==> config.mk <==
export PLATFORM = sky130hd
export DESIGN_NAME = dct_col_round_flat
export DESIGN_NICKNAME = d
export VERILOG_FILES = /design/src/hdl/dct_pkg.sv /design/src/hdl/dct_ctrl_if.sv /design/src/hdl/dct_col_round.sv /design/src/flat_wrapper.sv
export VERILOG_INCLUDE_DIRS = /design/src /design/src/hdl
export SDC_FILE = /design/constraint.sdc
export NUM_CORES = 1
export LEC_CHECK = 0
export ABC_AREA = 1
export BUFFER_PORTS_ARGS = -buffer_cell sky130_fd_sc_hd__buf_4
export CAP_MARGIN = 30
export CORE_AREA = 2 2 215 217
export DETAILED_ROUTE_END_ITERATION = 16
export DIE_AREA = 0 0 217 219
export GPL_TIMING_DRIVEN = 0
export HOLD_SLACK_MARGIN = 0.12
export SLEW_MARGIN = 10
export SYNTH_ARGS = -nofsm -noshare
export SYNTH_HDL_FRONTEND = slang
export SYNTH_SLANG_ARGS = --single-unit
==> constraint.sdc <==
create_clock -name clk -period 0.8 [get_ports clk]
set_input_delay 0.04 -clock clk [delete_from_list [all_inputs] [get_ports clk]]
set_output_delay 0.04 -clock clk [all_outputs]
set_load 0.1 [all_outputs]
==> src/hdl/dct_defs.svh <==
// widths, cut positions and cosine constants of the 16-point column DCT, included wherever needed
`ifndef DCT_DEFS_SVH
`define DCT_DEFS_SVH

// number format
`define DCT_N        16
`define DCT_IN_W     11
`define DCT_OUT_W    12
`define DCT_SUM_W    23
// kept field of each exact sum
`define DCT_CUT_HI   16
`define DCT_CUT_LO   5
// coefficient magnitudes fit in this many bits
`define DCT_COEF_W   5

// cosine magnitudes scaled by 2^5, index is the cosine angle step
`define DCT_C0       16
`define DCT_C1       23
`define DCT_C2       22
`define DCT_C3       22
`define DCT_C4       21
`define DCT_C5       20
`define DCT_C6       19
`define DCT_C7       17
`define DCT_C8       16
`define DCT_C9       14
`define DCT_C10      13
`define DCT_C11      11
`define DCT_C12      9
`define DCT_C13      7
`define DCT_C14      4
`define DCT_C15      2
`define DCT_C16      0

// largest odd sum magnitude, odd coefficients summed times the widest difference
`define DCT_ODD_PEAK ((`DCT_C1 + `DCT_C3 + `DCT_C5 + `DCT_C7 + `DCT_C9 + `DCT_C11 \
                      + `DCT_C13 + `DCT_C15) << `DCT_IN_W)

`endif
==> src/hdl/dct_pkg.sv <==
// datapath types and the constant multiply of the column DCT, referenced as dct_pkg::name
`default_nettype none
`include "dct_defs.svh"

package dct_pkg;

    // one input sample
    typedef logic signed [`DCT_IN_W-1:0] sample_t;
    // mirrored sum or difference, one bit of growth
    typedef logic signed [`DCT_IN_W:0] fold_w_t;
    // full 16-sample DC sum and the low part of the Nyquist sum
    typedef logic signed [`DCT_IN_W+3:0] dc_t;
    typedef logic signed [`DCT_CUT_HI-4:0] nyq_t;
    // exact shift-and-add product sum
    typedef logic signed [`DCT_SUM_W-1:0] sum_t;
    // one output coefficient
    typedef logic signed [`DCT_OUT_W-1:0] coef_t;

    // first butterfly, index j pairs sample j with sample 15-j
    typedef struct packed {
        fold_w_t [0:`DCT_N/2-1] sum;
        fold_w_t [0:`DCT_N/2-1] dif;
    } fold_t;

    typedef struct packed {
        dc_t  dc;
        nyq_t nyq;
        sum_t x2, x4, x6, x10, x12, x14;
    } even_sums_t;

    typedef struct packed {
        sum_t x1, x3, x5, x7, x9, x11, x13, x15;
    } odd_sums_t;

    // constant multiply, one shifted copy per set coefficient bit
    function automatic sum_t cmul(input sum_t v, input int c);
        sum_t acc;
        acc = '0;
        for (int b = 0; b < `DCT_COEF_W; b++) begin
            if (c[b]) begin
                acc = acc + (v <<< b);
            end
        end
        return acc;
    endfunction

endpackage

`default_nettype wire

==> src/hdl/dct_ctrl_if.sv <==
// stage enables and the delayed block flag, driven by the control block into the datapath stages
`timescale 1ns/10ps
`default_nettype none

interface dct_ctrl_if;

    // fold registers on the in_valid edge
    logic fold_en;
    // even and odd parts one cycle later
    logic mult_en;
    // rounding one cycle after that
    logic round_en;
    // block_flag of the column now in rounding
    logic round_block_flag;

    modport ctrl (
        output fold_en,
        output mult_en,
        output round_en,
        output round_block_flag
    );

    modport stage (
        input fold_en,
        input mult_en,
        input round_en,
        input round_block_flag
    );

endinterface

`default_nettype wire

==> src/hdl/dct_col_round.sv <==
// output stage of the column DCT, cuts each 12-bit coefficient and registers x_out on round_en
`timescale 1ns/10ps
`default_nettype none
`include "dct_defs.svh"

module dct_col_round (
    input  wire                               clk,
    input  wire                               arst_n,
    dct_ctrl_if.stage                         ctl,
    input  wire dct_pkg::even_sums_t          even,
    input  wire dct_pkg::odd_sums_t           odd,
    output dct_pkg::coef_t [0:`DCT_N-1]       x_out
);

    dct_pkg::dc_t                  dc_sh;
    dct_pkg::coef_t                x0_cut;
    dct_pkg::coef_t                x1_cut;
    dct_pkg::sum_t                 nyq_w;
    dct_pkg::coef_t [0:`DCT_N-1]   x_d;

    always_comb begin
        // block columns scale DC down by 8, otherwise by 2
        dc_sh  = ctl.round_block_flag ? (even.dc >>> 3) : (even.dc >>> 1);
        x0_cut = dc_sh[`DCT_OUT_W-1:0];
        x1_cut = odd.x1[`DCT_CUT_HI:`DCT_CUT_LO];
        // Nyquist term carries C8 = 16
        nyq_w  = even.nyq <<< 4;

        // field sign disagrees with the full sum, flip all bits
        x_d[0]  = (x0_cut[`DCT_OUT_W-1] != even.dc[$bits(dct_pkg::dc_t)-1]) ? ~x0_cut : x0_cut;
        x_d[1]  = (x1_cut[`DCT_OUT_W-1] != odd.x1[`DCT_SUM_W-1]) ? ~x1_cut : x1_cut;
        x_d[2]  = even.x2[`DCT_CUT_HI:`DCT_CUT_LO];
        x_d[3]  = odd.x3[`DCT_CUT_HI:`DCT_CUT_LO];
        x_d[4]  = even.x4[`DCT_CUT_HI:`DCT_CUT_LO];
        x_d[5]  = odd.x5[`DCT_CUT_HI:`DCT_CUT_LO];
        x_d[6]  = even.x6[`DCT_CUT_HI:`DCT_CUT_LO];
        x_d[7]  = odd.x7[`DCT_CUT_HI:`DCT_CUT_LO];
        x_d[8]  = nyq_w[`DCT_CUT_HI:`DCT_CUT_LO];
        x_d[9]  = odd.x9[`DCT_CUT_HI:`DCT_CUT_LO];
        x_d[10] = even.x10[`DCT_CUT_HI:`DCT_CUT_LO];
        x_d[11] = odd.x11[`DCT_CUT_HI:`DCT_CUT_LO];
        x_d[12] = even.x12[`DCT_CUT_HI:`DCT_CUT_LO];
        x_d[13] = odd.x13[`DCT_CUT_HI:`DCT_CUT_LO];
        x_d[14] = even.x14[`DCT_CUT_HI:`DCT_CUT_LO];
        x_d[15] = odd.x15[`DCT_CUT_HI:`DCT_CUT_LO];
    end

    // x_out holds between columns
    always_ff @(posedge clk or negedge arst_n) begin
        if (!arst_n) begin
            x_out <= '0;
        end else if (ctl.round_en) begin
            x_out <= x_d;
        end
    end

endmodule

`default_nettype wire

==> src/flat_wrapper.sv <==
// flat-port wrapper written by rule: the top's interface ports become plain ports
module dct_col_round_flat 
  (clk, arst_n, even, odd, x_out, ctl_fold_en, ctl_mult_en, ctl_round_en, ctl_round_block_flag);
  dct_ctrl_if ctl_i ();
  input  wire clk;
  input  wire arst_n;
  input  wire dct_pkg::even_sums_t even;
  input  wire dct_pkg::odd_sums_t odd;
  output dct_pkg::coef_t [0:`DCT_N-1] x_out;
  input wire logic [$bits(ctl_i.fold_en)-1:0] ctl_fold_en;
  input wire logic [$bits(ctl_i.mult_en)-1:0] ctl_mult_en;
  input wire logic [$bits(ctl_i.round_en)-1:0] ctl_round_en;
  input wire logic [$bits(ctl_i.round_block_flag)-1:0] ctl_round_block_flag;
  assign ctl_i.fold_en = ctl_fold_en;
  assign ctl_i.mult_en = ctl_mult_en;
  assign ctl_i.round_en = ctl_round_en;
  assign ctl_i.round_block_flag = ctl_round_block_flag;
  dct_col_round u_core (.clk(clk), .arst_n(arst_n), .ctl(ctl_i), .even(even), .odd(odd), .x_out(x_out));
endmodule
After elaboration in Yosys (flattened, before gate mapping)
Cells that the tools add are included.
W data, S select, Z words.
{ "classes": {"eq_ne": 2, "mux": 3, "n_bitwise": 2} }
{ "ops": {"columns": ["cell", "n"], "rows": [
  ["$mux W12", 3],
  ["$not A12 Y12", 2],
  ["$ne A1 B1 Y1", 2]
]} }
{ "word_totals": {"regBits": 192, "output_inout_bits": 192, "word_cells": 23} }

Logic depth before layout (Yosys ltp)
{ "logic_depth": {"ltp_word": 3, "mapped_depth": 9, "mapped_depth_nobuf": 7} }

Worst setup path after synthesis
OpenSTA, ideal clock, no wires.
{ "synth_path": {"path_type": "register -> register", "startpoint": "register, netlist name u_core.x_out[170]", "endpoint": "register u_core.x_out[170] (netlist name)", "setup_time_ns": 0.076, "t_arrival_ns": 1.088, "path_slack_ns": -0.364, "path_stages_with_launch": 3, "n_path_buf": 0, "synth_period_minus_slack_ns": 1.164, "path_cell_list": "dfrtp_1 -> nand2_1 -> o21ai_1"} }
{ "synth_lines": {"columns": ["item", "line_no", "rtl"], "rows": [
  ["end signal, assigned", "dct_col_round.sv:51", "x_out <= '0;"],
  ["end signal, assigned", "dct_col_round.sv:53", "x_out <= x_d;"],
  ["end, declared", "dct_col_round.sv:12", "output dct_pkg::coef_t [0:`DCT_N-1] x_out"]
]} }

Worst setup path after layout
{ "layout_path": {"startpoint": "register u_core.x_out[111] (netlist name)", "endpoint": "output x_out[111] (netlist name)"} }
{ "layout_lines": {"columns": ["item", "line_no", "rtl"], "rows": [
  ["end, declared", "flat_wrapper.sv:9", "output dct_pkg::coef_t [0:`DCT_N-1] x_out;"]
]} }
No word-level cell between the ends.

==> impl_metrics.csv <==
group,metric,value,unit
layout,largest_reg_flops,192,
timing,fin_hold_ws,-0.5390,ns
yosys,synthCells,914,
place,place_ws,-0.4713,ns
layout,largest_register,"u_core.x_out",
clock_tree,worst_skew_pair.late_latency,0.48,ns
pwr,leakagePower,8.099,nW
timing,fmax,814.5,MHz
clock_tree,cts-buffers-inserted,17,
yosys,yosys.area_share.simple,0.3173,
worst_setup_path,cp.arrival,1.19,ns
timing,max-slew-margin-rel,0.5937,
worst_setup_path,path_buf_inv,1,
yosys,yosysSeqAreaShare,0.6242,
yosys,netlist.top_cell.by_area,"dfrtp_1",
pwr,power_density,2075,mW/mm^2
yosys,synthAdderAreaFrac,0,
yosys,async_flop_share,1.000,
timing,period_share,1.535,
clock_tree,clock_path_buffers,2,
layout,final_util,0.3803,
die,start_util,0.1707,
worst_setup_path,cp.required,0.76,ns
pwr,ir_drop,1.466,mV
detailed_routing,drc,0,
worst_setup_path,worstPathCellList,"buf_12",
worst_setup_path,cp_top_family,"flip-flops",
detailed_routing,drt-total-wl,34910,um
worst_hold_path,holdCritPathClass,"input pin to async pin",
yosys,synth_xor_area_frac,0,
global_route,gr-usage-all-layers,0.1468,
worst_setup_path,crit_type,"register to primary output",
layout,area_growth_syn_to_layout,122.8,%
yosys,syn_area,0.007697,sq mm
layout,reg_top3,"u_core.x_out: 192 flops",
yosys,synth-edff-count,0,
worst_setup_path,cp_max_fo,2,
yosys,yosys.cell_count.top_type,"nand2_1",
detailed_routing,via_per_inst,3.900,
worst_setup_path,end_kind,"primary output",
timing,drv_slew,0,
worst_setup_path,r2r_cells,3,
worst_setup_path,slowest_stage,"dfrtp_4",
die,dieArea,0.04752,sq mm
timing,tightest_slew,0.6095,ns
global_route,grt-ovfl-total,0,
yosys,synth_top_family_by_area,"simple AND/OR/NAND/NOR gates",
yosys,avgSynthCellArea,8.422,sq um
place,place.port_buffers,389,
worst_setup_path,critPathLaunchType,"register",
global_route,grt_max_degree,104,
place,hpwl,23560,um
global_route,grt_antenna_before_repair,1,
worst_setup_path,worstReg2RegStart,"u_core.x_out[11]",
yosys,synth-compound-area-share,0.01268,
timing,finClkSkew,0,ns
die,core,0.04509,sq mm
yosys,synth_area_leaders,"dfrtp_1, nand2_1, buf_2",
timing,hold_violations,148,
yosys,muxShareOfSynthArea,0,
detailed_routing,drtPass1Iterations,5,
worst_setup_path,slowest_delay,0.52,ns
die,io_pins,548,
worst_setup_path,worst-path-stages,1,
timing,rsz0062_at_grt,"yes",
yosys,ys_warn_count,0,
outcome,failed_checks,"negative hold slack, negative setup slack",
yosys,yosysTopAreaCellShare,0.6242,
detailed_routing,wire_per_inst,16.31,um
global_route,grt_pass1_wl,52460,um
yosys,ys.flop_type,"dfrtp_1",
outcome,outcome,"complete, but fails checks",
timing,layout_setup_ws,-0.4278,ns
clock_tree,cts.htree.levels,4,
global_route,grt_pass1_vias,9115,
yosys,synth_nets,1270,
layout,nNetsFinal,1882,
timing,finalSetupViolCount,212,
detailed_routing,drt_iter0_markers,370,
yosys,synth_cell_types,16,
die,die_w,217,um
worst_setup_path,crit_start,"u_core.x_out[111]",
die,rows,78,
place,gp_congestion,0.9148,
clock_tree,cts_tree,"yes",
die,die_h,219,um
clock_tree,root_buffer,"clkbuf_16",
yosys,synth_seq_cells,192,
detailed_routing,drtAntennaViolNets,0,
clock_tree,clock-sinks,192,
pwr,totalPowerFinal,35.58,mW
layout,drive_gt1_frac,0.4399,
job,maxCapViolCount,0,
yosys,synth_common_cells,"nand2_1, dfrtp_1, buf_2",
detailed_routing,vias,8346,
layout,fillers,4240,
clock_tree,clk_pin_slew,0.08,ns
timing,fin_crit,1.228,ns
timing repair:
item | in CTS | in global routing
resized for setup | 577 | 10
setup buffers | 1 | 9
hold buffers | 195 | 2
endpoints found under the hold margin | 281 | 157
setup endpoints to repair | 192 | 240
pin swaps | 0 | 1
power by group:
| group | switching [mW] | leakage [nW] | internal, mW | total (mW) |
|---|---|---|---|---|
| Clock | 4.29 | 0.284 | 4.48 | 8.77 |
| Combinational | 9.17 | 5.69 | 5.37 | 14.5 |
| Sequential | 1.08 | 2.12 | 11.2 | 12.3 |
worst paths after layout:
path	endpoint	slack, ns
max	x_out[111]	-0.43
min	u_core.x_out[9]	-0.54
max reg2reg	u_core.x_out[11]	-0.09
min reg2reg	u_core.x_out[182]	0.55
max in group asynchronous	u_core.x_out[94]	0.31
min in group clk	u_core.x_out[169]	0
worst reg2reg max path: stages (launching register included):
cell     delay (ns)
dfrtp_4        0.51
buf_4          0.15
nand2_1        0.07
nand2_1        0.06
logic make-up (layout without fill, tap and decap cells):
| kind of cell | after synthesis | in the layout |
|---|---|---|
| other cells | 0 | 1 |
| flops | 192 | 192 |
| buf+inv | 64 | 689 |
| compound gates | 16 | 16 |
| simple gates | 642 | 642 |
final cells by class:
| cell class | instances | area (sq um) | share of cell area |
|---|---|---|---|
| sequential | 192 | 5523 | 0.3221 |
| inverter | 16 | 60.06 | 0.003502 |
| antenna | 1 | 2.502 | 0.0001459 |
| clock buffer | 18 | 439.2 | 0.02561 |
| tap | 600 | 750.7 | 0.04378 |
| timing repair buffer | 593 | 7391 | 0.4310 |
| buffer | 48 | 295.3 | 0.01722 |
| multi-input combinational | 658 | 2545 | 0.1484 |
| clock inverter | 14 | 141.4 | 0.008245 |
layout by cell type (no fill, tap or decap), drive strengths merged:
cell type    instances
buf                443
bufinv               1
clkbuf              22
clkinv               2
clkinvlp             2
dfrtp              192
diode                1
dlygate4sd3        194
inv                 25
nand2              608
nand3               22
nand4                1
nor2                11
o21ai               15
o21bai               1
metal layers:
metal / wire length, um / global-route usage / up-vias
met5: 0 / 0 / -
li1: - / - / 3976
met2: 16700 / 0.2424 / 330
met4: 1031 / 0.06507 / 0
met1: 14290 / 0.1697 / 3985
met3: 2885 / 0.05475 / 55
per-stage QoR:
stage / area, sq um / std cells / setup TNS (ns)
after floorplan: 8416 / 914 / -10.36
after global placement: 12090 / 1903 / -460.09
after detailed placement: 12120 / 1904 / -100.70
after CTS: 17070 / 2132 / -86.21
after global routing: 17150 / 2140 / -86.49
final: 17150 / 2140 / -77.76
No activity file was read; power rests on OpenSTA's default activity.
