### src/hdl/dct_defs.svh
// widths, cut positions and cosine constants of the 16-point column DCT, included wherever needed
`ifndef DCT_DEFS_SVH
`define DCT_DEFS_SVH

// number format
`define DCT_N        16
`define DCT_IN_W     11
`define DCT_OUT_W    12
`define DCT_SUM_W    23
// kept field of each exact sum
`define DCT_CUT_HI   16
`define DCT_CUT_LO   5
// coefficient magnitudes fit in this many bits
`define DCT_COEF_W   5

// cosine magnitudes scaled by 2^5, index is the cosine angle step
`define DCT_C0       16
`define DCT_C1       23
`define DCT_C2       22
`define DCT_C3       22
`define DCT_C4       21
`define DCT_C5       20
`define DCT_C6       19
`define DCT_C7       17
`define DCT_C8       16
`define DCT_C9       14
`define DCT_C10      13
`define DCT_C11      11
`define DCT_C12      9
`define DCT_C13      7
`define DCT_C14      4
`define DCT_C15      2
`define DCT_C16      0

// largest odd sum magnitude, odd coefficients summed times the widest difference
`define DCT_ODD_PEAK ((`DCT_C1 + `DCT_C3 + `DCT_C5 + `DCT_C7 + `DCT_C9 + `DCT_C11 \
                      + `DCT_C13 + `DCT_C15) << `DCT_IN_W)

`endif
### src/hdl/dct_pkg.sv
// datapath types and the constant multiply of the column DCT, referenced as dct_pkg::name
`default_nettype none
`include "dct_defs.svh"

package dct_pkg;

    // one input sample
    typedef logic signed [`DCT_IN_W-1:0] sample_t;
    // mirrored sum or difference, one bit of growth
    typedef logic signed [`DCT_IN_W:0] fold_w_t;
    // full 16-sample DC sum and the low part of the Nyquist sum
    typedef logic signed [`DCT_IN_W+3:0] dc_t;
    typedef logic signed [`DCT_CUT_HI-4:0] nyq_t;
    // exact shift-and-add product sum
    typedef logic signed [`DCT_SUM_W-1:0] sum_t;
    // one output coefficient
    typedef logic signed [`DCT_OUT_W-1:0] coef_t;

    // first butterfly, index j pairs sample j with sample 15-j
    typedef struct packed {
        fold_w_t [0:`DCT_N/2-1] sum;
        fold_w_t [0:`DCT_N/2-1] dif;
    } fold_t;

    typedef struct packed {
        dc_t  dc;
        nyq_t nyq;
        sum_t x2, x4, x6, x10, x12, x14;
    } even_sums_t;

    typedef struct packed {
        sum_t x1, x3, x5, x7, x9, x11, x13, x15;
    } odd_sums_t;

    // constant multiply, one shifted copy per set coefficient bit
    function automatic sum_t cmul(input sum_t v, input int c);
        sum_t acc;
        acc = '0;
        for (int b = 0; b < `DCT_COEF_W; b++) begin
            if (c[b]) begin
                acc = acc + (v <<< b);
            end
        end
        return acc;
    endfunction

endpackage

`default_nettype wire

### src/hdl/dct_ctrl_if.sv
// stage enables and the delayed block flag, driven by the control block into the datapath stages
`timescale 1ns/10ps
`default_nettype none

interface dct_ctrl_if;

    // fold registers on the in_valid edge
    logic fold_en;
    // even and odd parts one cycle later
    logic mult_en;
    // rounding one cycle after that
    logic round_en;
    // block_flag of the column now in rounding
    logic round_block_flag;

    modport ctrl (
        output fold_en,
        output mult_en,
        output round_en,
        output round_block_flag
    );

    modport stage (
        input fold_en,
        input mult_en,
        input round_en,
        input round_block_flag
    );

endinterface

`default_nettype wire

### src/hdl/dct_fold_stage.sv
// first butterfly of the column DCT, registers mirrored sums and differences on fold_en
`timescale 1ns/10ps
`default_nettype none
`include "dct_defs.svh"

module dct_fold_stage (
    input  wire                                clk,
    input  wire                                arst_n,
    dct_ctrl_if.stage                          ctl,
    input  wire dct_pkg::sample_t [0:`DCT_N-1] x_in,
    output dct_pkg::fold_t                     fold
);

    dct_pkg::fold_t fold_d;

    // sample j against its mirror 15-j, 11 bits grow to 12
    always_comb begin
        for (int j = 0; j < `DCT_N / 2; j++) begin
            fold_d.sum[j] = x_in[j] + x_in[`DCT_N-1-j];
            fold_d.dif[j] = x_in[j] - x_in[`DCT_N-1-j];
        end
    end

    // load only on the column's own pulse
    always_ff @(posedge clk or negedge arst_n) begin
        if (!arst_n) begin
            fold <= '0;
        end else if (ctl.fold_en) begin
            fold <= fold_d;
        end
    end

endmodule

`default_nettype wire

### src/flat_wrapper.sv
// flat-port wrapper written by rule: the top's interface ports become plain ports
module dct_fold_stage_flat 
  (clk, arst_n, x_in, fold, ctl_fold_en, ctl_mult_en, ctl_round_en, ctl_round_block_flag);
  dct_ctrl_if ctl_i ();
  input  wire clk;
  input  wire arst_n;
  input  wire dct_pkg::sample_t [0:`DCT_N-1] x_in;
  output dct_pkg::fold_t fold;
  input wire logic [$bits(ctl_i.fold_en)-1:0] ctl_fold_en;
  input wire logic [$bits(ctl_i.mult_en)-1:0] ctl_mult_en;
  input wire logic [$bits(ctl_i.round_en)-1:0] ctl_round_en;
  input wire logic [$bits(ctl_i.round_block_flag)-1:0] ctl_round_block_flag;
  assign ctl_i.fold_en = ctl_fold_en;
  assign ctl_i.mult_en = ctl_mult_en;
  assign ctl_i.round_en = ctl_round_en;
  assign ctl_i.round_block_flag = ctl_round_block_flag;
  dct_fold_stage u_core (.clk(clk), .arst_n(arst_n), .ctl(ctl_i), .x_in(x_in), .fold(fold));
endmodule
### config.mk
export PLATFORM = sky130hd
export DESIGN_NAME = dct_fold_stage_flat
export DESIGN_NICKNAME = d
export VERILOG_FILES = /design/src/hdl/dct_pkg.sv /design/src/hdl/dct_ctrl_if.sv /design/src/hdl/dct_fold_stage.sv /design/src/flat_wrapper.sv
export VERILOG_INCLUDE_DIRS = /design/src /design/src/hdl
export SDC_FILE = /design/constraint.sdc
export NUM_CORES = 1
export LEC_CHECK = 0
export BUFFER_PORTS_ARGS = -buffer_cell sky130_fd_sc_hd__buf_4
export CORE_MARGIN = 4
export CORE_UTILIZATION = 25
export DETAILED_ROUTE_END_ITERATION = 8
export GPL_TIMING_DRIVEN = 0
export SETUP_SLACK_MARGIN = 0.1
export SLEW_MARGIN = 20
export SYNTH_ARGS = -nofsm -noshare
export SYNTH_HDL_FRONTEND = slang
export SYNTH_SLANG_ARGS = --single-unit
### constraint.sdc
create_clock -name clk -period 1.5 [get_ports clk]
set_input_delay 0.225 -clock clk [delete_from_list [all_inputs] [get_ports clk]]
set_output_delay 0.225 -clock clk [all_outputs]
set_load 0.03 [all_outputs]
* After elaboration in Yosys (flattened, before gate mapping) *
Cells that the tools add are included.

word-level totals
  word-level logic and storage cells = 32
  output and inout port bits = 192
  bits in registers = 192

operators by class
  add/sub/neg operators = 16

operator list
  cell            count
  $add 11x11->12  8
  $sub 11x11->12  8

* Depth between registers and ports, before layout *
Gate-level depths: netlist (run 1).

  depth in word-level cells = 1
  mapped depth = 9
  mapped depth without buffers = 9

* Worst setup path before layout (run 1) *
OpenSTA, ideal clock, no wires.

  path kind = input to register
  from = input port x_in[0] in the netlist's numbering
  to = register u_core.fold[190] (netlist name)
  path slack = -0.619 ns
  path buffers = 0
  library setup time = 0.124 ns
  stages = 9
  arrival = 1.995 ns
  data required time = 1.376 ns
  path through = ha_1 -> inv_1 -> fa_1 -> o21bai_4 -> a21oi_2 -> o211a_1 -> a2111oi_4 -> mux2i_1 -> a211o_1

on the way
  longest elaborated chain between the ends = 1

ends and longest elaborated chain
  what             line                  source
  start, declared  flat_wrapper.sv:7     input wire dct_pkg::sample_t [0:`DCT_N-1] x_in;
  $add 11x11->12   dct_fold_stage.sv:19  fold_d.sum[j] = x_in[j] + x_in[`DCT_N-1-j];

No other way between the ends.
A chain may end at the register's enable or synchronous reset.

* Final worst setup path (run 1) *
  from = input port x_in[0] in the netlist's numbering
  to = register u_core.fold[190] (netlist name)

on the way
  longest elaborated chain between the ends = 1

ends and longest elaborated chain
  what            line
  $add 11x11->12  dct_fold_stage.sv:19

No other way between the ends.

==> load_flow_metrics.sql, run 1 <==
INSERT INTO impl_metrics (metric_group, metric, value, unit) VALUES
('synth', 'syn_inst', '1616', ''),
('cells_and_area', 'commonest_non_fill_non_tap_cells_in_the_layout', 'buf_4 (393), dfrtp_1 (184), nor2_1 (171)', ''),
('cells_and_area', 'largest_reg_flops', '184', ''),
('cells_and_area', 'drive_above_1_share', '0.447', ''),
('cells_and_area', 'largest-register', 'u_core.fold', ''),
('cells_and_area', 'utilization', '0.394', ''),
('detailed_routing', 'postRouteWirelength', '59.7', 'mm'),
('clock_tree', 'cts.htree.levels', '4', ''),
('power', 'vdd_drop_max', '0.879', 'mV'),
('global_routing', 'antenna_violations_before_repair', '10', ''),
('synth', 'netlist.area_leader.share', '0.318', ''),
('setup_path', 'crit_arrival', '2030', 'ps'),
('die', 'die_width', '249', 'um'),
('clock_tree', 'cts.sink_count', '184', ''),
('synth', 'yosys_most_used_dff', 'dfrtp_1', ''),
('status', 'status', 'finished with violations', ''),
('global_routing', 'grt_pass1_wl', '88.2', 'mm'),
('detailed_routing', 'drt_first_pass_iters', '5', ''),
('cells_and_area', 'most_frequent_standard_cell_in_the_layout_excluding_fill_and_tap_cells', 'buf_4', ''),
('power', 'power_density_cells', '1000', 'nW/um^2'),
('placement', 'place.gp.congestion', '0.896', ''),
('synth', 'seq_area_frac_synth', '0.318', ''),
('sta', 'worst_pin_slew', '462', 'ps'),
('cells_and_area', 'postLayoutCellArea', '22400', 'um^2'),
('sta', 'setup_slack', '-155', 'ps'),
('die', 'placeable_core_area', '56800', 'um^2'),
('cells_and_area', 'syn2layout_area_growth', '54.8', '%'),
('detailed_routing', 'ant_nets', '0', ''),
('setup_path', 'timing.critical_path.to_type', 'register', ''),
('sta', 'timing.max_slew.rel_slack', '0.692', ''),
('die', 'floorplan.io_pins', '374', ''),
('global_routing', 'first_global_vias', '13945', ''),
('die', 'die_height', '249', 'um'),
('detailed_routing', 'wl_met1', '24.6', 'mm'),
('synth', 'async_reset_ff_frac', '1.00', ''),
('job', 'max_cap_violations', '0', ''),
('sta', 'max_freq', '0.604', 'GHz'),
('global_routing', 'grt.overflow.total', '0', ''),
('setup_path', 'startpoint_type', 'primary input', ''),
('detailed_routing', 'drcViolationCount', '0', ''),
('placement', 'placed_cell_area', '20000', 'um^2'),
('detailed_routing', 'dr_wl_met2', '28.9', 'mm'),
('sta', 'finalClockSkew', '0', 'ps'),
('clock_tree', 'clkLatencyLatePin', '490', 'ps'),
('placement', 'dp_hpwl', '45.3', 'mm'),
('sta', 'fin_crit_sh', '1.10', ''),
('sta', 'report.final.hold_viol_count', '0', ''),
('hold_path', 'hold_path_class', 'in2reg', ''),
('synth', 'synth.avg_cell_area', '8.95', 'um^2'),
('synth', 'synth_nets', '1990', ''),
('sta', 'layout_min_cycle_time', '1650', 'ps'),
('status', 'failed_checks', 'setup timing', ''),
('sta', 'grt_setup_unrepaired', 'yes', ''),
('detailed_routing', 'route.top_layer_used', 'met5', ''),
('cells_and_area', 'finalNetCount', '2446', ''),
('detailed_routing', 'via_count', '13535', ''),
('power', 'power.total', '22.4', 'mW'),
('clock_tree', 'clock_tree.root_cell', 'clkbuf_16', ''),
('detailed_routing', 'routed_via_density', '4.75', ''),
('global_routing', 'pin_count_of_the_biggest_net_entering_global_routing', '75', ''),
('sta', 'timing.final.max_slew_violations', '0', ''),
('synth', 'synth.lib_cells_used.distinct', '83', ''),
('sta', 'report.final.setup_viol', '11', ''),
('placement', 'port-buffer-count', '369', ''),
('die', 'num_rows', '87', ''),
('die', 'die-area', '61800', 'um^2'),
('synth', 'yosysWarningCount', '0', ''),
('clock_tree', 'ctsLongestPathBuffers', '2', ''),
('detailed_routing', 'met3WireLength', '4.58', 'mm'),
('die', 'initial_utilization', '0.255', ''),
('synth', 'synth_top_cells_by_area', 'dfrtp_1 (32%), ha_1 (15%), xnor2_1 (5.8%)', '');
## report_power, final
| group | leakage [nW] | total, mW | switching, mW | internal [mW] |
|---|---|---|---|---|
| logic | 7.53 | 10.7 | 6.11 | 4.63 |
| registers | 2.15 | 6.67 | 0.715 | 5.95 |
| clock network | 0.299 | 4.99 | 2.36 | 2.63 |
## cells by family (layout without fill, tap and decap cells)
| family | after synthesis | count (layout) | share of synthesized area |
|---|---|---|---|
| AO/OA/AOI/OAI | 402 | 402 | 0.184 |
| AND/OR/NAND/NOR | 418 | 418 | 0.138 |
| multiplexers | 64 | 64 | 0.0496 |
| XOR/XNOR | 109 | 109 | 0.0660 |
| flip-flops | 184 | 184 | 0.318 |
| adder cells (fa/ha/maj) | 192 | 192 | 0.174 |
| other | 0 | 6 | 0 |
| buffers and inverters | 247 | 716 | 0.0693 |
## routing by layer
metal  GRT usage  vias up
met5           0        -
met4      0.0591        8
met3      0.0731       75
met2       0.314      365
met1       0.223     6612
li1            -     6475
## metrics by stage
step	setup WS (ps)	hold WS, ps	std cells	TNS, ps
floorplan	-480	-70.6	1616	-13140
global placement	-1750	470	2741	-469290
detailed placement	-1640	164	2743	-220410
CTS	-146	0.592	2816	-258
global route	-182	24.3	2842	-933
finish	-155	49.1	2847	-600
## path summary, 6_finish.rpt
kind	slack, ps	from	cells past startpoint	endpoint
worst max-delay path	-150	x_in[0]	10	u_core.fold[190]$_DFFE_PN0P_
worst min register to register	490	u_core.fold[3]$_DFFE_PN0P_	1	u_core.fold[3]$_DFFE_PN0P_
worst max register to register	550	u_core.fold[95]$_DFFE_PN0P_	3	u_core.fold[95]$_DFFE_PN0P_
worst min-delay path	50	x_in[44]	3	u_core.fold[132]$_DFFE_PN0P_
max in group asynchronous	500	arst_n	3	u_core.fold[171]$_DFFE_PN0P_
min in group asynchronous	220	arst_n	2	u_core.fold[113]$_DFFE_PN0P_
## cell type report
cell class | count | area [um^2]
Clock buffer | 18 | 429
Tap cell | 756 | 946
Timing Repair Buffer | 443 | 3680
Sequential cell | 184 | 4600
Inverter | 164 | 821
Clock inverter | 14 | 171
Fill cell | 5615 | 34400
Buffer | 77 | 688
Multi-Input combinational cell | 1185 | 11000
Antenna cell | 6 | 15.0
## cell usage after synthesis, types with 16 or more instances
cell type and count:
or3_1 18, o21a_1 25, nor3_1 39, a21o_1 17, nor2_1 178, dfrtp_1 184, ha_1 176, a211o_1 17
o21ai_0 66, a31oi_1 22, a21oi_1 132, nand2b_1 34, fa_1 16, o21ai_1 19, nor2b_1 35, mux2_2 61
clkbuf_1 48, buf_2 18, inv_1 160, nand2_1 59, xnor2_1 96
## critical path, stage by stage
cell and delay [ps]:
buf_8 80, ha_4 130, inv_2 30, fa_2 370, o21bai_4 160, a21oi_4 80
o211a_1 260, a2111oi_4 330, mux2i_1 130, a211o_1 230
## what timing repair did
action | 4_1_cts | 5_1_grt
endpoints found under the hold margin | 43 | 0
setup buffers | 41 | 28
pin swaps | 111 | 100
endpoints found under the setup margin | 192 | 85
resized for setup | 183 | 127
hold buffers | 4 | 0
No activity file was read; power rests on OpenSTA's default activity.
==> run 2, diff against run 1 <==
- PLACE_DENSITY: not set -> 0.54
==> load_flow_metrics.sql, run 2 (synthesis gave the netlist of run 1 again) <==
INSERT INTO impl_metrics (metric_group, metric, value, unit) VALUES
('cells_and_area', 'syn2layout_area_growth', '58.5', '%'),
('sta', 'finalClockSkew', '0', 'ps'),
('sta', 'layout_min_cycle_time', '1650', 'ps'),
('sta', 'setup_slack', '-152', 'ps'),
('die', 'die_height', '249', 'um'),
('global_routing', 'total_track_usage', '0.187', ''),
('sta', 'timing.final.max_slew_violations', '0', ''),
('detailed_routing', 'drt_first_pass_iters', '5', ''),
('setup_path', 'worstReg2RegEnd', 'u_core.fold[95]$_DFFE_PN0P_', ''),
('setup_path', 'timing.critical_path.to_type', 'register', ''),
('cells_and_area', 'finalNetCount', '2488', ''),
('placement', 'dp_hpwl', '44.8', 'mm'),
('power', 'vdd_drop_max', '0.971', 'mV'),
('setup_path', 'worst_r2r_startpoint', 'u_core.fold[95]$_DFFE_PN0P_', ''),
('clock_tree', 'cts.htree.levels', '4', ''),
('global_routing', 'grt.overflow.total', '0', ''),
('sta', 'timing.max_slew.rel_slack', '0.591', ''),
('cells_and_area', 'post_route_non_filler_standard_cell_count', '2884', ''),
('die', 'die_width', '249', 'um'),
('cells_and_area', 'largest-register', 'u_core.fold', ''),
('cells_and_area', 'commonest_non_fill_non_tap_cells_in_the_layout', 'buf_4 (411), dfrtp_1 (184), nor2_1 (167)', ''),
('clock_tree', 'tritoncts', 'yes', ''),
('global_routing', 'grt_pass1_wl', '87.8', 'mm'),
('job', 'max_cap_violations', '0', ''),
('setup_path', 'critPathRequiredTime', '1880', 'ps'),
('detailed_routing', 'route.detailed.wl_per_inst', '20.8', 'um'),
('detailed_routing', 'routed_via_density', '4.75', ''),
('sta', 'timing.hold.ws', '-328', 'ps'),
('clock_tree', 'cts_buffers', '17', ''),
('placement', 'port-buffer-count', '369', ''),
('cells_and_area', 'utilization', '0.403', ''),
('clock_tree', 'clkLatencyLatePin', '490', 'ps'),
('die', 'floorplan.io_pins', '374', ''),
('global_routing', 'first_global_vias', '13841', ''),
('die', 'die-area', '61800', 'um^2'),
('die', 'initial_utilization', '0.255', ''),
('detailed_routing', 'postRouteWirelength', '60.1', 'mm'),
('die', 'num_rows', '87', ''),
('hold_path', 'hold_path_class', 'in2async', ''),
('setup_path', 'path_max_fanout', '2', ''),
('clock_tree', 'ctsLongestPathBuffers', '2', ''),
('detailed_routing', 'drcViolationCount', '0', ''),
('sta', 'setup_tns', '-446', 'ps'),
('clock_tree', 'clk_transition_reported_paths', '70', 'ps'),
('global_routing', 'antenna_violations_before_repair', '9', ''),
('clock_tree', 'cts.sink_count', '184', ''),
('sta', 'max_freq', '0.605', 'GHz'),
('setup_path', 'worst-setup-path-type', 'in2reg', ''),
('global_routing', 'pin_count_of_the_biggest_net_entering_global_routing', '70', ''),
('setup_path', 'crit_arrival', '2030', 'ps'),
('setup_path', 'setup.reg_to_reg.worst_slack', '540', 'ps'),
('placement', 'place.gp.congestion', '0.913', ''),
('power', 'static-leakage-power', '10.3', 'nW'),
('sta', 'fin_crit_sh', '1.10', ''),
('die', 'placeable_core_area', '56800', 'um^2'),
('cells_and_area', 'drive_above_1_share', '0.465', ''),
('detailed_routing', 'drt_iter0_drcs', '568', ''),
('placement', 'place.detailed.instances', '2743', ''),
('sta', 'worst_pin_slew', '613', 'ps'),
('cells_and_area', 'largest_reg_flops', '184', ''),
('detailed_routing', 'via_count', '13706', ''),
('power', 'power_density_cells', '982', 'nW/um^2'),
('setup_path', 'worst_r2r_path_cells', '3', ''),
('sta', 'report.final.hold_viol_count', '68', ''),
('status', 'failed_checks', 'hold timing, setup timing', ''),
('clock_tree', 'clock_tree.root_cell', 'clkbuf_16', ''),
('cells_and_area', 'most_frequent_standard_cell_in_the_layout_excluding_fill_and_tap_cells', 'buf_4', ''),
('cells_and_area', 'largestRegisters', 'u_core.fold: 184 flops', ''),
('sta', 'grt_setup_unrepaired', 'yes', ''),
('sta', 'report.final.setup_viol', '9', ''),
('detailed_routing', 'ant_nets', '0', ''),
('status', 'status', 'finished with violations', ''),
('setup_path', 'startpoint_type', 'primary input', '');
## run 2: changes by cell type in the layout (fill, tap and decap cells not counted), sizes merged
cell / delta
clkinv: -1
diode: -5
bufinv: -2
inv: +3
clkbuf: -2
buf: +47
dlygate4sd3: -4
clkinvlp: +1
## run 2: worst max-delay path by stage
stage	to	cells after the start	start	slack, ps
2_1_floorplan	u_core.fold[190]$_DFFE_PN0P_	9	x_in[0]	-480
3_3_place_gp	u_core.fold[73]$_DFFE_PN0P_	6	ctl_fold_en	-1800
3_5_place_dp	u_core.fold[15]$_DFFE_PN0P_	5	ctl_fold_en	-1480
4_1_cts	u_core.fold[190]$_DFFE_PN0P_	10	x_in[0]	-120
5_1_grt	u_core.fold[190]$_DFFE_PN0P_	10	x_in[0]	-230
6_report	u_core.fold[190]$_DFFE_PN0P_	10	x_in[0]	-150
## run 2: area by class of cell
cell class	count	area, um^2
clock buffers	17	425
inverters	164	833
well taps	756	946
flip-flops and latches	184	4600
repair buffers	484	4110
fillers	5511	33900
clock inverters	15	151
multi-input cells	1185	11100
plain buffers	78	721
diodes	1	2.50
## run 2: routing by layer
layer | global-route usage | part of all wire | vias to the layer above
met3 | 0.0569 | 0.064 | 82
met5 | 0 | 0.0014 | -
met2 | 0.317 | 0.49 | 350
met4 | 0.0555 | 0.023 | 12
met1 | 0.229 | 0.42 | 6698
li1 | - | - | 6564
## run 2: critical path, cell delays in order
cell       delay (ps)
buf_8              80
ha_4              130
inv_2              30
fa_2              380
o21bai_4          180
a21oi_4            80
o211a_4           260
a2111oi_4         310
mux2i_1           130
a211o_1           230
## run 2: power breakdown
group	internal [mW]	total, mW	switching, mW
Clock	2.35	4.82	2.47
Combinational	4.86	11.1	6.20
Sequential	5.95	6.63	0.679
Total	13.2	22.5	9.35
## run 2: stage by stage
step           power, mW  worst slack (ps)  hold WS [ps]  area (um^2)
2_1_floorplan       12.7              -480         -70.6        16200
3_3_place_gp        16.5             -1800           468        19900
3_5_place_dp        16.6             -1480           223        20000
4_1_cts             22.1              -115          -336        21600
5_1_grt             23.8              -225          -303        22900
6_report            22.5              -152          -328        22900
## run 2: repair_timing
action                                 CTS  global route
gates cloned                             0             1
endpoints found under the hold margin   68            68
resized for setup                      180           186
setup buffers                           48            64
setup endpoints to repair              192           108
pin swaps                              119           138
