## config.mk

```make
export PLATFORM = sky130hd
export DESIGN_NAME = dct_odd_part_flat
export DESIGN_NICKNAME = d
export VERILOG_FILES = /design/src/hdl/dct_pkg.sv /design/src/hdl/dct_ctrl_if.sv /design/src/hdl/dct_odd_part.sv /design/src/flat_wrapper.sv
export VERILOG_INCLUDE_DIRS = /design/src /design/src/hdl
export SDC_FILE = /design/constraint.sdc
export NUM_CORES = 2
export LEC_CHECK = 0
export BUFFER_PORTS_ARGS = -buffer_cell sky130_fd_sc_hd__buf_2
export CELL_PAD_IN_SITES_DETAIL_PLACEMENT = 1
export CELL_PAD_IN_SITES_GLOBAL_PLACEMENT = 2
export CORE_MARGIN = 3
export CORE_UTILIZATION = 44
export DETAILED_ROUTE_END_ITERATION = 7
export GPL_TIMING_DRIVEN = 0
export PLACE_DENSITY_LB_ADDON = 0.1
export SYNTH_ARGS = -nofsm -noshare
export SYNTH_HDL_FRONTEND = slang
export SYNTH_SLANG_ARGS = --single-unit
```

## constraint.sdc

```tcl
create_clock -name clk -period 2.8 [get_ports clk]
set_input_delay 0.14 -clock clk [delete_from_list [all_inputs] [get_ports clk]]
set_output_delay 0.14 -clock clk [all_outputs]
set_load 0.05 [all_outputs]
```

## src/hdl/dct_defs.svh

```systemverilog
// widths, cut positions and cosine constants of the 16-point column DCT, included wherever needed
`ifndef DCT_DEFS_SVH
`define DCT_DEFS_SVH

// number format
`define DCT_N        16
`define DCT_IN_W     11
`define DCT_OUT_W    12
`define DCT_SUM_W    23
// kept field of each exact sum
`define DCT_CUT_HI   16
`define DCT_CUT_LO   5
// coefficient magnitudes fit in this many bits
`define DCT_COEF_W   5

// cosine magnitudes scaled by 2^5, index is the cosine angle step
`define DCT_C0       16
`define DCT_C1       23
`define DCT_C2       22
`define DCT_C3       22
`define DCT_C4       21
`define DCT_C5       20
`define DCT_C6       19
`define DCT_C7       17
`define DCT_C8       16
`define DCT_C9       14
`define DCT_C10      13
`define DCT_C11      11
`define DCT_C12      9
`define DCT_C13      7
`define DCT_C14      4
`define DCT_C15      2
`define DCT_C16      0

// largest odd sum magnitude, odd coefficients summed times the widest difference
`define DCT_ODD_PEAK ((`DCT_C1 + `DCT_C3 + `DCT_C5 + `DCT_C7 + `DCT_C9 + `DCT_C11 \
                      + `DCT_C13 + `DCT_C15) << `DCT_IN_W)

`endif
```

## src/hdl/dct_pkg.sv

```systemverilog
// datapath types and the constant multiply of the column DCT, referenced as dct_pkg::name
`default_nettype none
`include "dct_defs.svh"

package dct_pkg;

    // one input sample
    typedef logic signed [`DCT_IN_W-1:0] sample_t;
    // mirrored sum or difference, one bit of growth
    typedef logic signed [`DCT_IN_W:0] fold_w_t;
    // full 16-sample DC sum and the low part of the Nyquist sum
    typedef logic signed [`DCT_IN_W+3:0] dc_t;
    typedef logic signed [`DCT_CUT_HI-4:0] nyq_t;
    // exact shift-and-add product sum
    typedef logic signed [`DCT_SUM_W-1:0] sum_t;
    // one output coefficient
    typedef logic signed [`DCT_OUT_W-1:0] coef_t;

    // first butterfly, index j pairs sample j with sample 15-j
    typedef struct packed {
        fold_w_t [0:`DCT_N/2-1] sum;
        fold_w_t [0:`DCT_N/2-1] dif;
    } fold_t;

    typedef struct packed {
        dc_t  dc;
        nyq_t nyq;
        sum_t x2, x4, x6, x10, x12, x14;
    } even_sums_t;

    typedef struct packed {
        sum_t x1, x3, x5, x7, x9, x11, x13, x15;
    } odd_sums_t;

    // constant multiply, one shifted copy per set coefficient bit
    function automatic sum_t cmul(input sum_t v, input int c);
        sum_t acc;
        acc = '0;
        for (int b = 0; b < `DCT_COEF_W; b++) begin
            if (c[b]) begin
                acc = acc + (v <<< b);
            end
        end
        return acc;
    endfunction

endpackage

`default_nettype wire

```

## src/hdl/dct_ctrl_if.sv

```systemverilog
// stage enables and the delayed block flag, driven by the control block into the datapath stages
`timescale 1ns/10ps
`default_nettype none

interface dct_ctrl_if;

    // fold registers on the in_valid edge
    logic fold_en;
    // even and odd parts one cycle later
    logic mult_en;
    // rounding one cycle after that
    logic round_en;
    // block_flag of the column now in rounding
    logic round_block_flag;

    modport ctrl (
        output fold_en,
        output mult_en,
        output round_en,
        output round_block_flag
    );

    modport stage (
        input fold_en,
        input mult_en,
        input round_en,
        input round_block_flag
    );

endinterface

`default_nettype wire

```

## src/hdl/dct_odd_part.sv

```systemverilog
// odd-index half of the column DCT, eight shift-and-add sums of the differences on mult_en
`timescale 1ns/10ps
`default_nettype none
`include "dct_defs.svh"

module dct_odd_part (
    input  wire                 clk,
    input  wire                 arst_n,
    dct_ctrl_if.stage           ctl,
    input  wire dct_pkg::fold_t fold,
    output dct_pkg::odd_sums_t  odd
);

    // in-range samples differ by at most 2^11-1, one coefficient total below the type bound
    localparam int odd_limit = `DCT_ODD_PEAK - (`DCT_ODD_PEAK >> `DCT_IN_W);

    // acc[i] is the exact sum for X(2i+1)
    dct_pkg::sum_t acc [0:`DCT_N/2-1];

    // X1 uses every odd magnitude in falling order, all positive
    assign acc[0] = dct_pkg::cmul(fold.dif[0], `DCT_C1) + dct_pkg::cmul(fold.dif[1], `DCT_C3)
                  + dct_pkg::cmul(fold.dif[2], `DCT_C5) + dct_pkg::cmul(fold.dif[3], `DCT_C7)
                  + dct_pkg::cmul(fold.dif[4], `DCT_C9) + dct_pkg::cmul(fold.dif[5], `DCT_C11)
                  + dct_pkg::cmul(fold.dif[6], `DCT_C13) + dct_pkg::cmul(fold.dif[7], `DCT_C15);
    assign acc[1] = dct_pkg::cmul(fold.dif[0], `DCT_C3) + dct_pkg::cmul(fold.dif[1], `DCT_C9)
                  + dct_pkg::cmul(fold.dif[2], `DCT_C15) - dct_pkg::cmul(fold.dif[3], `DCT_C11)
                  - dct_pkg::cmul(fold.dif[4], `DCT_C5) - dct_pkg::cmul(fold.dif[5], `DCT_C1)
                  - dct_pkg::cmul(fold.dif[6], `DCT_C7) - dct_pkg::cmul(fold.dif[7], `DCT_C13);
    assign acc[2] = dct_pkg::cmul(fold.dif[0], `DCT_C5) + dct_pkg::cmul(fold.dif[1], `DCT_C15)
                  - dct_pkg::cmul(fold.dif[2], `DCT_C7) - dct_pkg::cmul(fold.dif[3], `DCT_C3)
                  - dct_pkg::cmul(fold.dif[4], `DCT_C13) + dct_pkg::cmul(fold.dif[5], `DCT_C9)
                  + dct_pkg::cmul(fold.dif[6], `DCT_C1) + dct_pkg::cmul(fold.dif[7], `DCT_C11);
    assign acc[3] = dct_pkg::cmul(fold.dif[0], `DCT_C7) - dct_pkg::cmul(fold.dif[1], `DCT_C11)
                  - dct_pkg::cmul(fold.dif[2], `DCT_C3) + dct_pkg::cmul(fold.dif[3], `DCT_C15)
                  + dct_pkg::cmul(fold.dif[4], `DCT_C1) + dct_pkg::cmul(fold.dif[5], `DCT_C13)
                  - dct_pkg::cmul(fold.dif[6], `DCT_C5) - dct_pkg::cmul(fold.dif[7], `DCT_C9);
    assign acc[4] = dct_pkg::cmul(fold.dif[0], `DCT_C9) - dct_pkg::cmul(fold.dif[1], `DCT_C5)
                  - dct_pkg::cmul(fold.dif[2], `DCT_C13) + dct_pkg::cmul(fold.dif[3], `DCT_C1)
                  - dct_pkg::cmul(fold.dif[4], `DCT_C15) - dct_pkg::cmul(fold.dif[5], `DCT_C3)
                  + dct_pkg::cmul(fold.dif[6], `DCT_C11) + dct_pkg::cmul(fold.dif[7], `DCT_C7);
    assign acc[5] = dct_pkg::cmul(fold.dif[0], `DCT_C11) - dct_pkg::cmul(fold.dif[1], `DCT_C1)
                  + dct_pkg::cmul(fold.dif[2], `DCT_C9) + dct_pkg::cmul(fold.dif[3], `DCT_C13)
                  - dct_pkg::cmul(fold.dif[4], `DCT_C3) + dct_pkg::cmul(fold.dif[5], `DCT_C7)
                  + dct_pkg::cmul(fold.dif[6], `DCT_C15) - dct_pkg::cmul(fold.dif[7], `DCT_C5);
    assign acc[6] = dct_pkg::cmul(fold.dif[0], `DCT_C13) - dct_pkg::cmul(fold.dif[1], `DCT_C7)
                  + dct_pkg::cmul(fold.dif[2], `DCT_C1) - dct_pkg::cmul(fold.dif[3], `DCT_C5)
                  + dct_pkg::cmul(fold.dif[4], `DCT_C11) + dct_pkg::cmul(fold.dif[5], `DCT_C15)
                  - dct_pkg::cmul(fold.dif[6], `DCT_C9) + dct_pkg::cmul(fold.dif[7], `DCT_C3);
    // X15 alternates sign on rising magnitudes
    assign acc[7] = dct_pkg::cmul(fold.dif[0], `DCT_C15) - dct_pkg::cmul(fold.dif[1], `DCT_C13)
                  + dct_pkg::cmul(fold.dif[2], `DCT_C11) - dct_pkg::cmul(fold.dif[3], `DCT_C9)
                  + dct_pkg::cmul(fold.dif[4], `DCT_C7) - dct_pkg::cmul(fold.dif[5], `DCT_C5)
                  + dct_pkg::cmul(fold.dif[6], `DCT_C3) - dct_pkg::cmul(fold.dif[7], `DCT_C1);

    always_ff @(posedge clk or negedge arst_n) begin
        if (!arst_n) begin
            odd <= '0;
        end else if (ctl.mult_en) begin
            odd <= '{x1: acc[0], x3: acc[1], x5: acc[2], x7: acc[3],
                     x9: acc[4], x11: acc[5], x13: acc[6], x15: acc[7]};
        end
    end

    // fold differences of in-range samples keep every sum inside the peak magnitude
    for (genvar i = 0; i < `DCT_N / 2; i++) begin : g_range
        a_odd_range: assert property (@(posedge clk) disable iff (!arst_n)
            ctl.mult_en |-> (acc[i] <= odd_limit) && (acc[i] >= -odd_limit));
    end

endmodule

`default_nettype wire

```

## src/flat_wrapper.sv

```systemverilog
// flat-port wrapper written by rule: the top's interface ports become plain ports
module dct_odd_part_flat 
  (clk, arst_n, fold, odd, ctl_fold_en, ctl_mult_en, ctl_round_en, ctl_round_block_flag);
  dct_ctrl_if ctl_i ();
  input  wire clk;
  input  wire arst_n;
  input  wire dct_pkg::fold_t fold;
  output dct_pkg::odd_sums_t odd;
  input wire logic [$bits(ctl_i.fold_en)-1:0] ctl_fold_en;
  input wire logic [$bits(ctl_i.mult_en)-1:0] ctl_mult_en;
  input wire logic [$bits(ctl_i.round_en)-1:0] ctl_round_en;
  input wire logic [$bits(ctl_i.round_block_flag)-1:0] ctl_round_block_flag;
  assign ctl_i.fold_en = ctl_fold_en;
  assign ctl_i.mult_en = ctl_mult_en;
  assign ctl_i.round_en = ctl_round_en;
  assign ctl_i.round_block_flag = ctl_round_block_flag;
  dct_odd_part u_core (.clk(clk), .arst_n(arst_n), .ctl(ctl_i), .fold(fold), .odd(odd));
endmodule
```

* Yosys cells after proc, flatten, opt, wreduce, memory -nomap -nowiden *
Index checks and enable logic that the tools add are counted.

cells by class
  add/sub/neg operators = 128

operators by type and width
  operator                      number
  adder 23 bit                  20
  subtractor 23 bit             16
  adder 15 x 16 -> 17 bit       11
  adder 12 x 16 -> 17 bit       8
  adder 14 x 16 -> 17 bit       8
  adder 14 x 15 -> 16 bit       8
  adder 15 x 15 -> 16 bit       8
  adder 13 x 14 -> 15 bit       8
  adder 14 x 14 -> 15 bit       8
  adder 23 x 13 -> 23 bit       5
  adder 23 x 16 -> 23 bit       5
  adder 12 x 13 -> 14 bit       8
  subtractor 23 x 17 -> 23 bit  3
  subtractor 23 x 15 -> 23 bit  2
  adder 23 x 17 -> 23 bit       1
  subtractor 23 x 13 -> 23 bit  1
  subtractor 21 x 17 -> 22 bit  1
  adder 20 x 17 -> 21 bit       1
  subtractor 19 x 17 -> 20 bit  1
  adder 18 x 17 -> 19 bit       1
  adder 17 x 13 -> 18 bit       1
  subtractor 17 x 16 -> 18 bit  1
  adder 16 x 16 -> 17 bit       1
  subtractor 13 x 15 -> 16 bit  1

storage, ports and cells
  logic and storage cells = 136
  output and inout port bits = 184
  register bits = 184
  bits of input ports = 198

* Logic depth before layout (Yosys ltp) *
  depth after elaboration = 10
  depth in mapped cells = 38
  gate-level depth less buffers = 37

* Worst setup path after synthesis *
No wires, ideal clock.

  kind = input port to flip-flop
  start point = input port fold[0] (netlist name)
  end point = register, netlist name u_core.odd[21]
  library setup time = 0.131 ns
  path buffers = 0
  data arrival time = 7.769 ns
  slack = -5.100 ns
  stages on the path = 31
  data required time = 2.669 ns
  cell sequence = ha_1 -> fa_1 -> a21o_1 -> a21oi_1 -> o21bai_1 -> a21oi_1 -> o21ai_0 -> o311ai_0 -> ha_1 -> nor4_1 -> a21oi_1 -> o311ai_0 -> nor3b_1 -> fa_1 -> inv_1 -> fa_1 -> fa_1 -> fa_1 -> inv_1 -> fa_1 -> inv_1 -> fa_1 -> inv_1 -> ha_1 -> and3_1 -> nand2_1 -> nand2_1 -> a31oi_4 -> o221ai_2 -> and3b_1 -> or3_1

between the ends
  longest elaborated chain between the ends = 4

ends and longest elaborated chain
  what                            line                text
  from (decl)                     flat_wrapper.sv:7   input wire dct_pkg::fold_t fold;
  adder 12 x 13 -> 14 bit         dct_pkg.sv:41       acc = acc + (v <<< b);
  adder 14 x 14 -> 15 bit         dct_pkg.sv:41
  adder 15 x 16 -> 17 bit *       dct_pkg.sv:41
  subtractor 21 x 17 -> 22 bit *  dct_odd_part.sv:50  assign acc[7] = dct_pkg::cmul(fold.dif[0], `DCT_C15) - dct_pkg::cmul(fold.dif[1], `DCT_C13)

Every way passes the cells marked *; elsewhere a longest branch is shown, timed or not.
A chain may end at the register's enable or synchronous reset.

* Worst setup path in the final report *
  start point = input port fold[5] (netlist name)
  end point = register, netlist name u_core.odd[21]

between the ends
  longest elaborated chain between the ends = 4

ends and longest elaborated chain
  what                            line
  adder 12 x 13 -> 14 bit         dct_pkg.sv:41
  adder 14 x 14 -> 15 bit         dct_pkg.sv:41
  adder 15 x 16 -> 17 bit *       dct_pkg.sv:41
  subtractor 21 x 17 -> 22 bit *  dct_odd_part.sv:50

Marked as above.

==> impl_summary.log <==
INFO  metric synthesis.area_per_instance = 9.46 um2
INFO  metric largest-register = u_core.odd
INFO  metric globalRouteOverflowTotal = 0
INFO  metric final-hold-violation-count = 0
INFO  metric cap_viol_max_count = 0
INFO  metric die-height = ~360 um
INFO  metric cts.sink_count = 183
INFO  metric post-route-worst-setup-slack = -5.20 ns
INFO  metric grtUsageTotal = 42.3%
INFO  metric fin_worst_hold_slack = around 0.15 ns
INFO  metric post-place-ws = -7.56 ns
INFO  metric synth.cell_area = roughly 55000 um2
INFO  metric failing_checks = setup timing
INFO  metric finalNonFillerCells = approximately 8000
INFO  metric timing.critical_path.slowest_stage_cell = sky130_fd_sc_hd__fa_1
INFO  metric synthTopCellsByCount = sky130_fd_sc_hd__inv_1, sky130_fd_sc_hd__fa_1, sky130_fd_sc_hd__ha_1, sky130_fd_sc_hd__nor2_1, sky130_fd_sc_hd__nand2_1
INFO  metric rsz0062_at_grt = yes
INFO  metric cp_data_arrival_time = 8.37 ns
INFO  metric ys_seq_area_share = under 10%
INFO  metric layout-area-overhead-vs-synth = 29.4%
INFO  metric number_of_global_route_vias_before_repair = 51175
INFO  metric synth_top_area_share = a little over a third
INFO  metric yosys.area_share.adder = 50.9%
INFO  metric clkLatencyLatePin = 0.47 ns
INFO  metric detail-route-antenna-nets = 0
INFO  metric fin_tns_setup = -615.57 ns
INFO  metric yosysWarningCount = 0
INFO  metric synth_top_family_by_area = adder cells
INFO  metric detail_route.iter0.violations = 4226
INFO  metric post_drt_wl_per_cell = 34.4 um
INFO  metric final_net_count = 8365
INFO  metric worst-r2r-setup-slack = between 1.5 and 2 ns
INFO  metric die_width = 361 um
INFO  metric initial_utilization = 44.5%
INFO  metric grt_pass1_wl = 385000 um
INFO  metric multiInputGateArea = 54000 um2
INFO  metric layout.filler_cells = approximately 13000
INFO  metric dp.cells = between 7000 and 8000
INFO  metric yosys.area_share.xor_xnor = around 6.4%
INFO  metric antenna_violations_before_repair = 11
INFO  metric post-route-period-util = 286%
INFO  metric regArea = 4580 um2
INFO  metric r2r-end = u_core.odd[179]$_DFFE_PN0P_
INFO  metric cts_buffers = 17
INFO  metric finalSetupViolCount = around 170
INFO  metric synth_nets = between 7000 and 8000
INFO  metric min_period = 8.00 ns
INFO  metric setup.worst_path.class = primary input to register
INFO  metric synthArstFlopShare = 100%
INFO  metric clock_tree_root_buffer_cell = sky130_fd_sc_hd__clkbuf_16
INFO  metric grt_start_max_net_pins = 108
INFO  metric portBuffers = 281
INFO  metric worst_path_most_repeated_cell = sky130_fd_sc_hd__fa_1
INFO  metric clkSlewWorstSetupHoldPaths = 0.10 ns
INFO  metric synth_compound_area_share = 13.6%
INFO  metric worst_setup_path_start_kind = primary input
INFO  metric tightest_slew = 1.43 ns
INFO  metric drt_pass_1_iters = 7
INFO  metric synthesis.instances = 5846
INFO  metric kind_of_capture_point_of_the_worst_setup_path = register
INFO  metric ioPinCount = 382
INFO  metric core = about 120000 um2
INFO  metric yosysTopAreaCell = sky130_fd_sc_hd__fa_1
INFO  metric vias_per_cell = 5.98
INFO  metric largest_cells_by_area_after_synthesis = sky130_fd_sc_hd__fa_1, sky130_fd_sc_hd__ha_1, sky130_fd_sc_hd__inv_1, sky130_fd_sc_hd__dfrtp_1, sky130_fd_sc_hd__xnor2_1
INFO  metric post_synth_top_flop = sky130_fd_sc_hd__dfrtp_1
INFO  metric required = 3.17 ns
INFO  metric detail_route.drc_violations = 0
INFO  metric hpwlAfterDp = 230000 um
INFO  metric synth.mux.area_fraction = roughly 2.2%
INFO  metric r2r_start = u_core.odd[179]$_DFFE_PN0P_
INFO  metric hold_path_end = u_core.odd[161]$_DFFE_PN0P_
INFO  metric drive_gt1_share = 28.9%
INFO  metric largest_registers = u_core.odd (183)
INFO  metric whs_path_depth = 3
INFO  metric gp_congestion = 1.05
INFO  metric slew_headroom = 3.34%
INFO  metric hp-class = primary input to register
INFO  metric synthDistinctLibCells = 93
INFO  metric largest_register_ff_count = 183
INFO  metric synth.ff_latch_count = 183
INFO  metric cts_htree_levels = 4
INFO  metric synthSimpleGateAreaFrac = 9.66%
INFO  metric report.final.slew_viol_count = 0
INFO  metric synthMostInstantiatedCell = sky130_fd_sc_hd__inv_1
INFO  metric holdCritStartpoint = fold[84]
INFO  metric rr_worst_depth = 3
INFO  metric ctsLongestPathBuffers = 2
INFO  metric achievable-frequency = 125 MHz
INFO  metric count_of_standard_cell_rows = 129
INFO  metric cts_tree = done
INFO  metric die_area = 130000 um2
INFO  metric postRouteWirelength = 281000 um
INFO  metric synth-edff-count = 0
INFO  metric outcome = finished with violations
INFO  metric critical_path.max_fanout = 10
INFO  metric route.vias.total = 48899
INFO  metric cp_slowest_stage_delay = 0.56 ns
INFO  metric clock_skew = 0 ns
-- critical path, delay by kind of cell --
kind | cells | cell delay, ns
xor+xnor | 2 | 0.29
fa+ha+maj | 9 | 4.06
compound gates | 8 | 2.01
buf+inv | 8 | 1.11
simple gates | 4 | 0.71
-- kinds of logic (layout without fill, tap and decap cells) --
group,count (synthesis),after routing
adders and majority gates,1644,1644
AOI/OAI and AO/OA,1088,1088
muxes,108,108
xor gates and xnor gates,405,405
buffers and inverters,1324,2013
and+or+nand+nor,1094,1094
DFF,183,183
other,0,3
-- final cells by class --
type	count	area share, %
Antenna cell	3	0.0105
Buffer	58	0.406
Clock buffer	18	0.614
Clock inverter	13	0.185
Inverter	1262	6.66
Multi-Input combinational cell	4339	75.5
Sequential cell	183	6.40
Tap cell	1637	2.86
Timing Repair Buffer	662	7.41
-- cells in the final DEF, fill, tap and decap left out, types with 33 or more instances in the layout --
| cell | count |
|---|---|
| sky130_fd_sc_hd__xnor2_1 | 168 |
| sky130_fd_sc_hd__o21ai_0 | 72 |
| sky130_fd_sc_hd__a21oi_4 | 45 |
| sky130_fd_sc_hd__ha_4 | 186 |
| sky130_fd_sc_hd__nand3_1 | 40 |
| sky130_fd_sc_hd__ha_2 | 37 |
| sky130_fd_sc_hd__a21o_1 | 132 |
| sky130_fd_sc_hd__xnor2_2 | 58 |
| sky130_fd_sc_hd__buf_2 | 219 |
| sky130_fd_sc_hd__inv_2 | 69 |
| sky130_fd_sc_hd__o21ai_2 | 43 |
| sky130_fd_sc_hd__nand2_1 | 244 |
| sky130_fd_sc_hd__fa_1 | 907 |
| sky130_fd_sc_hd__nor3_1 | 109 |
| sky130_fd_sc_hd__xor2_2 | 33 |
| sky130_fd_sc_hd__nor2b_1 | 73 |
| sky130_fd_sc_hd__inv_1 | 1184 |
| sky130_fd_sc_hd__fa_2 | 100 |
| sky130_fd_sc_hd__ha_1 | 414 |
| sky130_fd_sc_hd__mux2_2 | 77 |
| sky130_fd_sc_hd__nand2b_1 | 55 |
| sky130_fd_sc_hd__xnor2_4 | 35 |
| sky130_fd_sc_hd__a21oi_1 | 153 |
| sky130_fd_sc_hd__xor2_1 | 84 |
| sky130_fd_sc_hd__buf_4 | 331 |
| sky130_fd_sc_hd__dfrtp_1 | 183 |
| sky130_fd_sc_hd__o21ai_1 | 43 |
| sky130_fd_sc_hd__buf_6 | 68 |
| sky130_fd_sc_hd__a21oi_2 | 72 |
| sky130_fd_sc_hd__o211ai_1 | 39 |
| sky130_fd_sc_hd__nor2_1 | 243 |
| sky130_fd_sc_hd__clkbuf_1 | 34 |
| sky130_fd_sc_hd__o21a_1 | 51 |
-- layer usage --
layer,vias up,GRT usage [%],share of wire (%)
met5,-,0,0.024
met3,710,6.40,7.0
met2,2193,66.7,45
li1,20545,-,-
met4,10,32.4,10
met1,25441,52.5,38
-- stage by stage --
step	utilization (%)	cell area, um2
final	57.6	71600
after global routing	57.6	71500
after CTS	54.0	67100
after detailed placement	49.9	62000
after global placement	49.8	61900
after floorplan	-	58500
-- worst max path at each step --
stage	startpoint	to	slack, ns
final	fold[5]	u_core.odd[21]$_DFFE_PN0P_	-5.20
after global routing	fold[73]	u_core.odd[21]$_DFFE_PN0P_	-5.34
after CTS	fold[1]	u_core.odd[21]$_DFFE_PN0P_	-5.34
after detailed placement	fold[73]	u_core.odd[16]$_DFFE_PN0P_	-7.56
after global placement	fold[73]	u_core.odd[16]$_DFFE_PN0P_	-7.54
after floorplan	fold[1]	u_core.odd[21]$_DFFE_PN0P_	-4.51
-- repair_timing --
action | in CTS | in global routing
pin swaps | 241 | 397
endpoints found under the hold margin | 76 | 0
setup endpoints to repair | 174 | 173
resized for setup | 624 | 507
gates cloned | 0 | 1
setup buffers | 167 | 216
hold buffers | 1 | 0
Power is left out: the tool's default activity adds up to more than one toggle a clock period on the data nets, which glitch-free logic cannot reach.
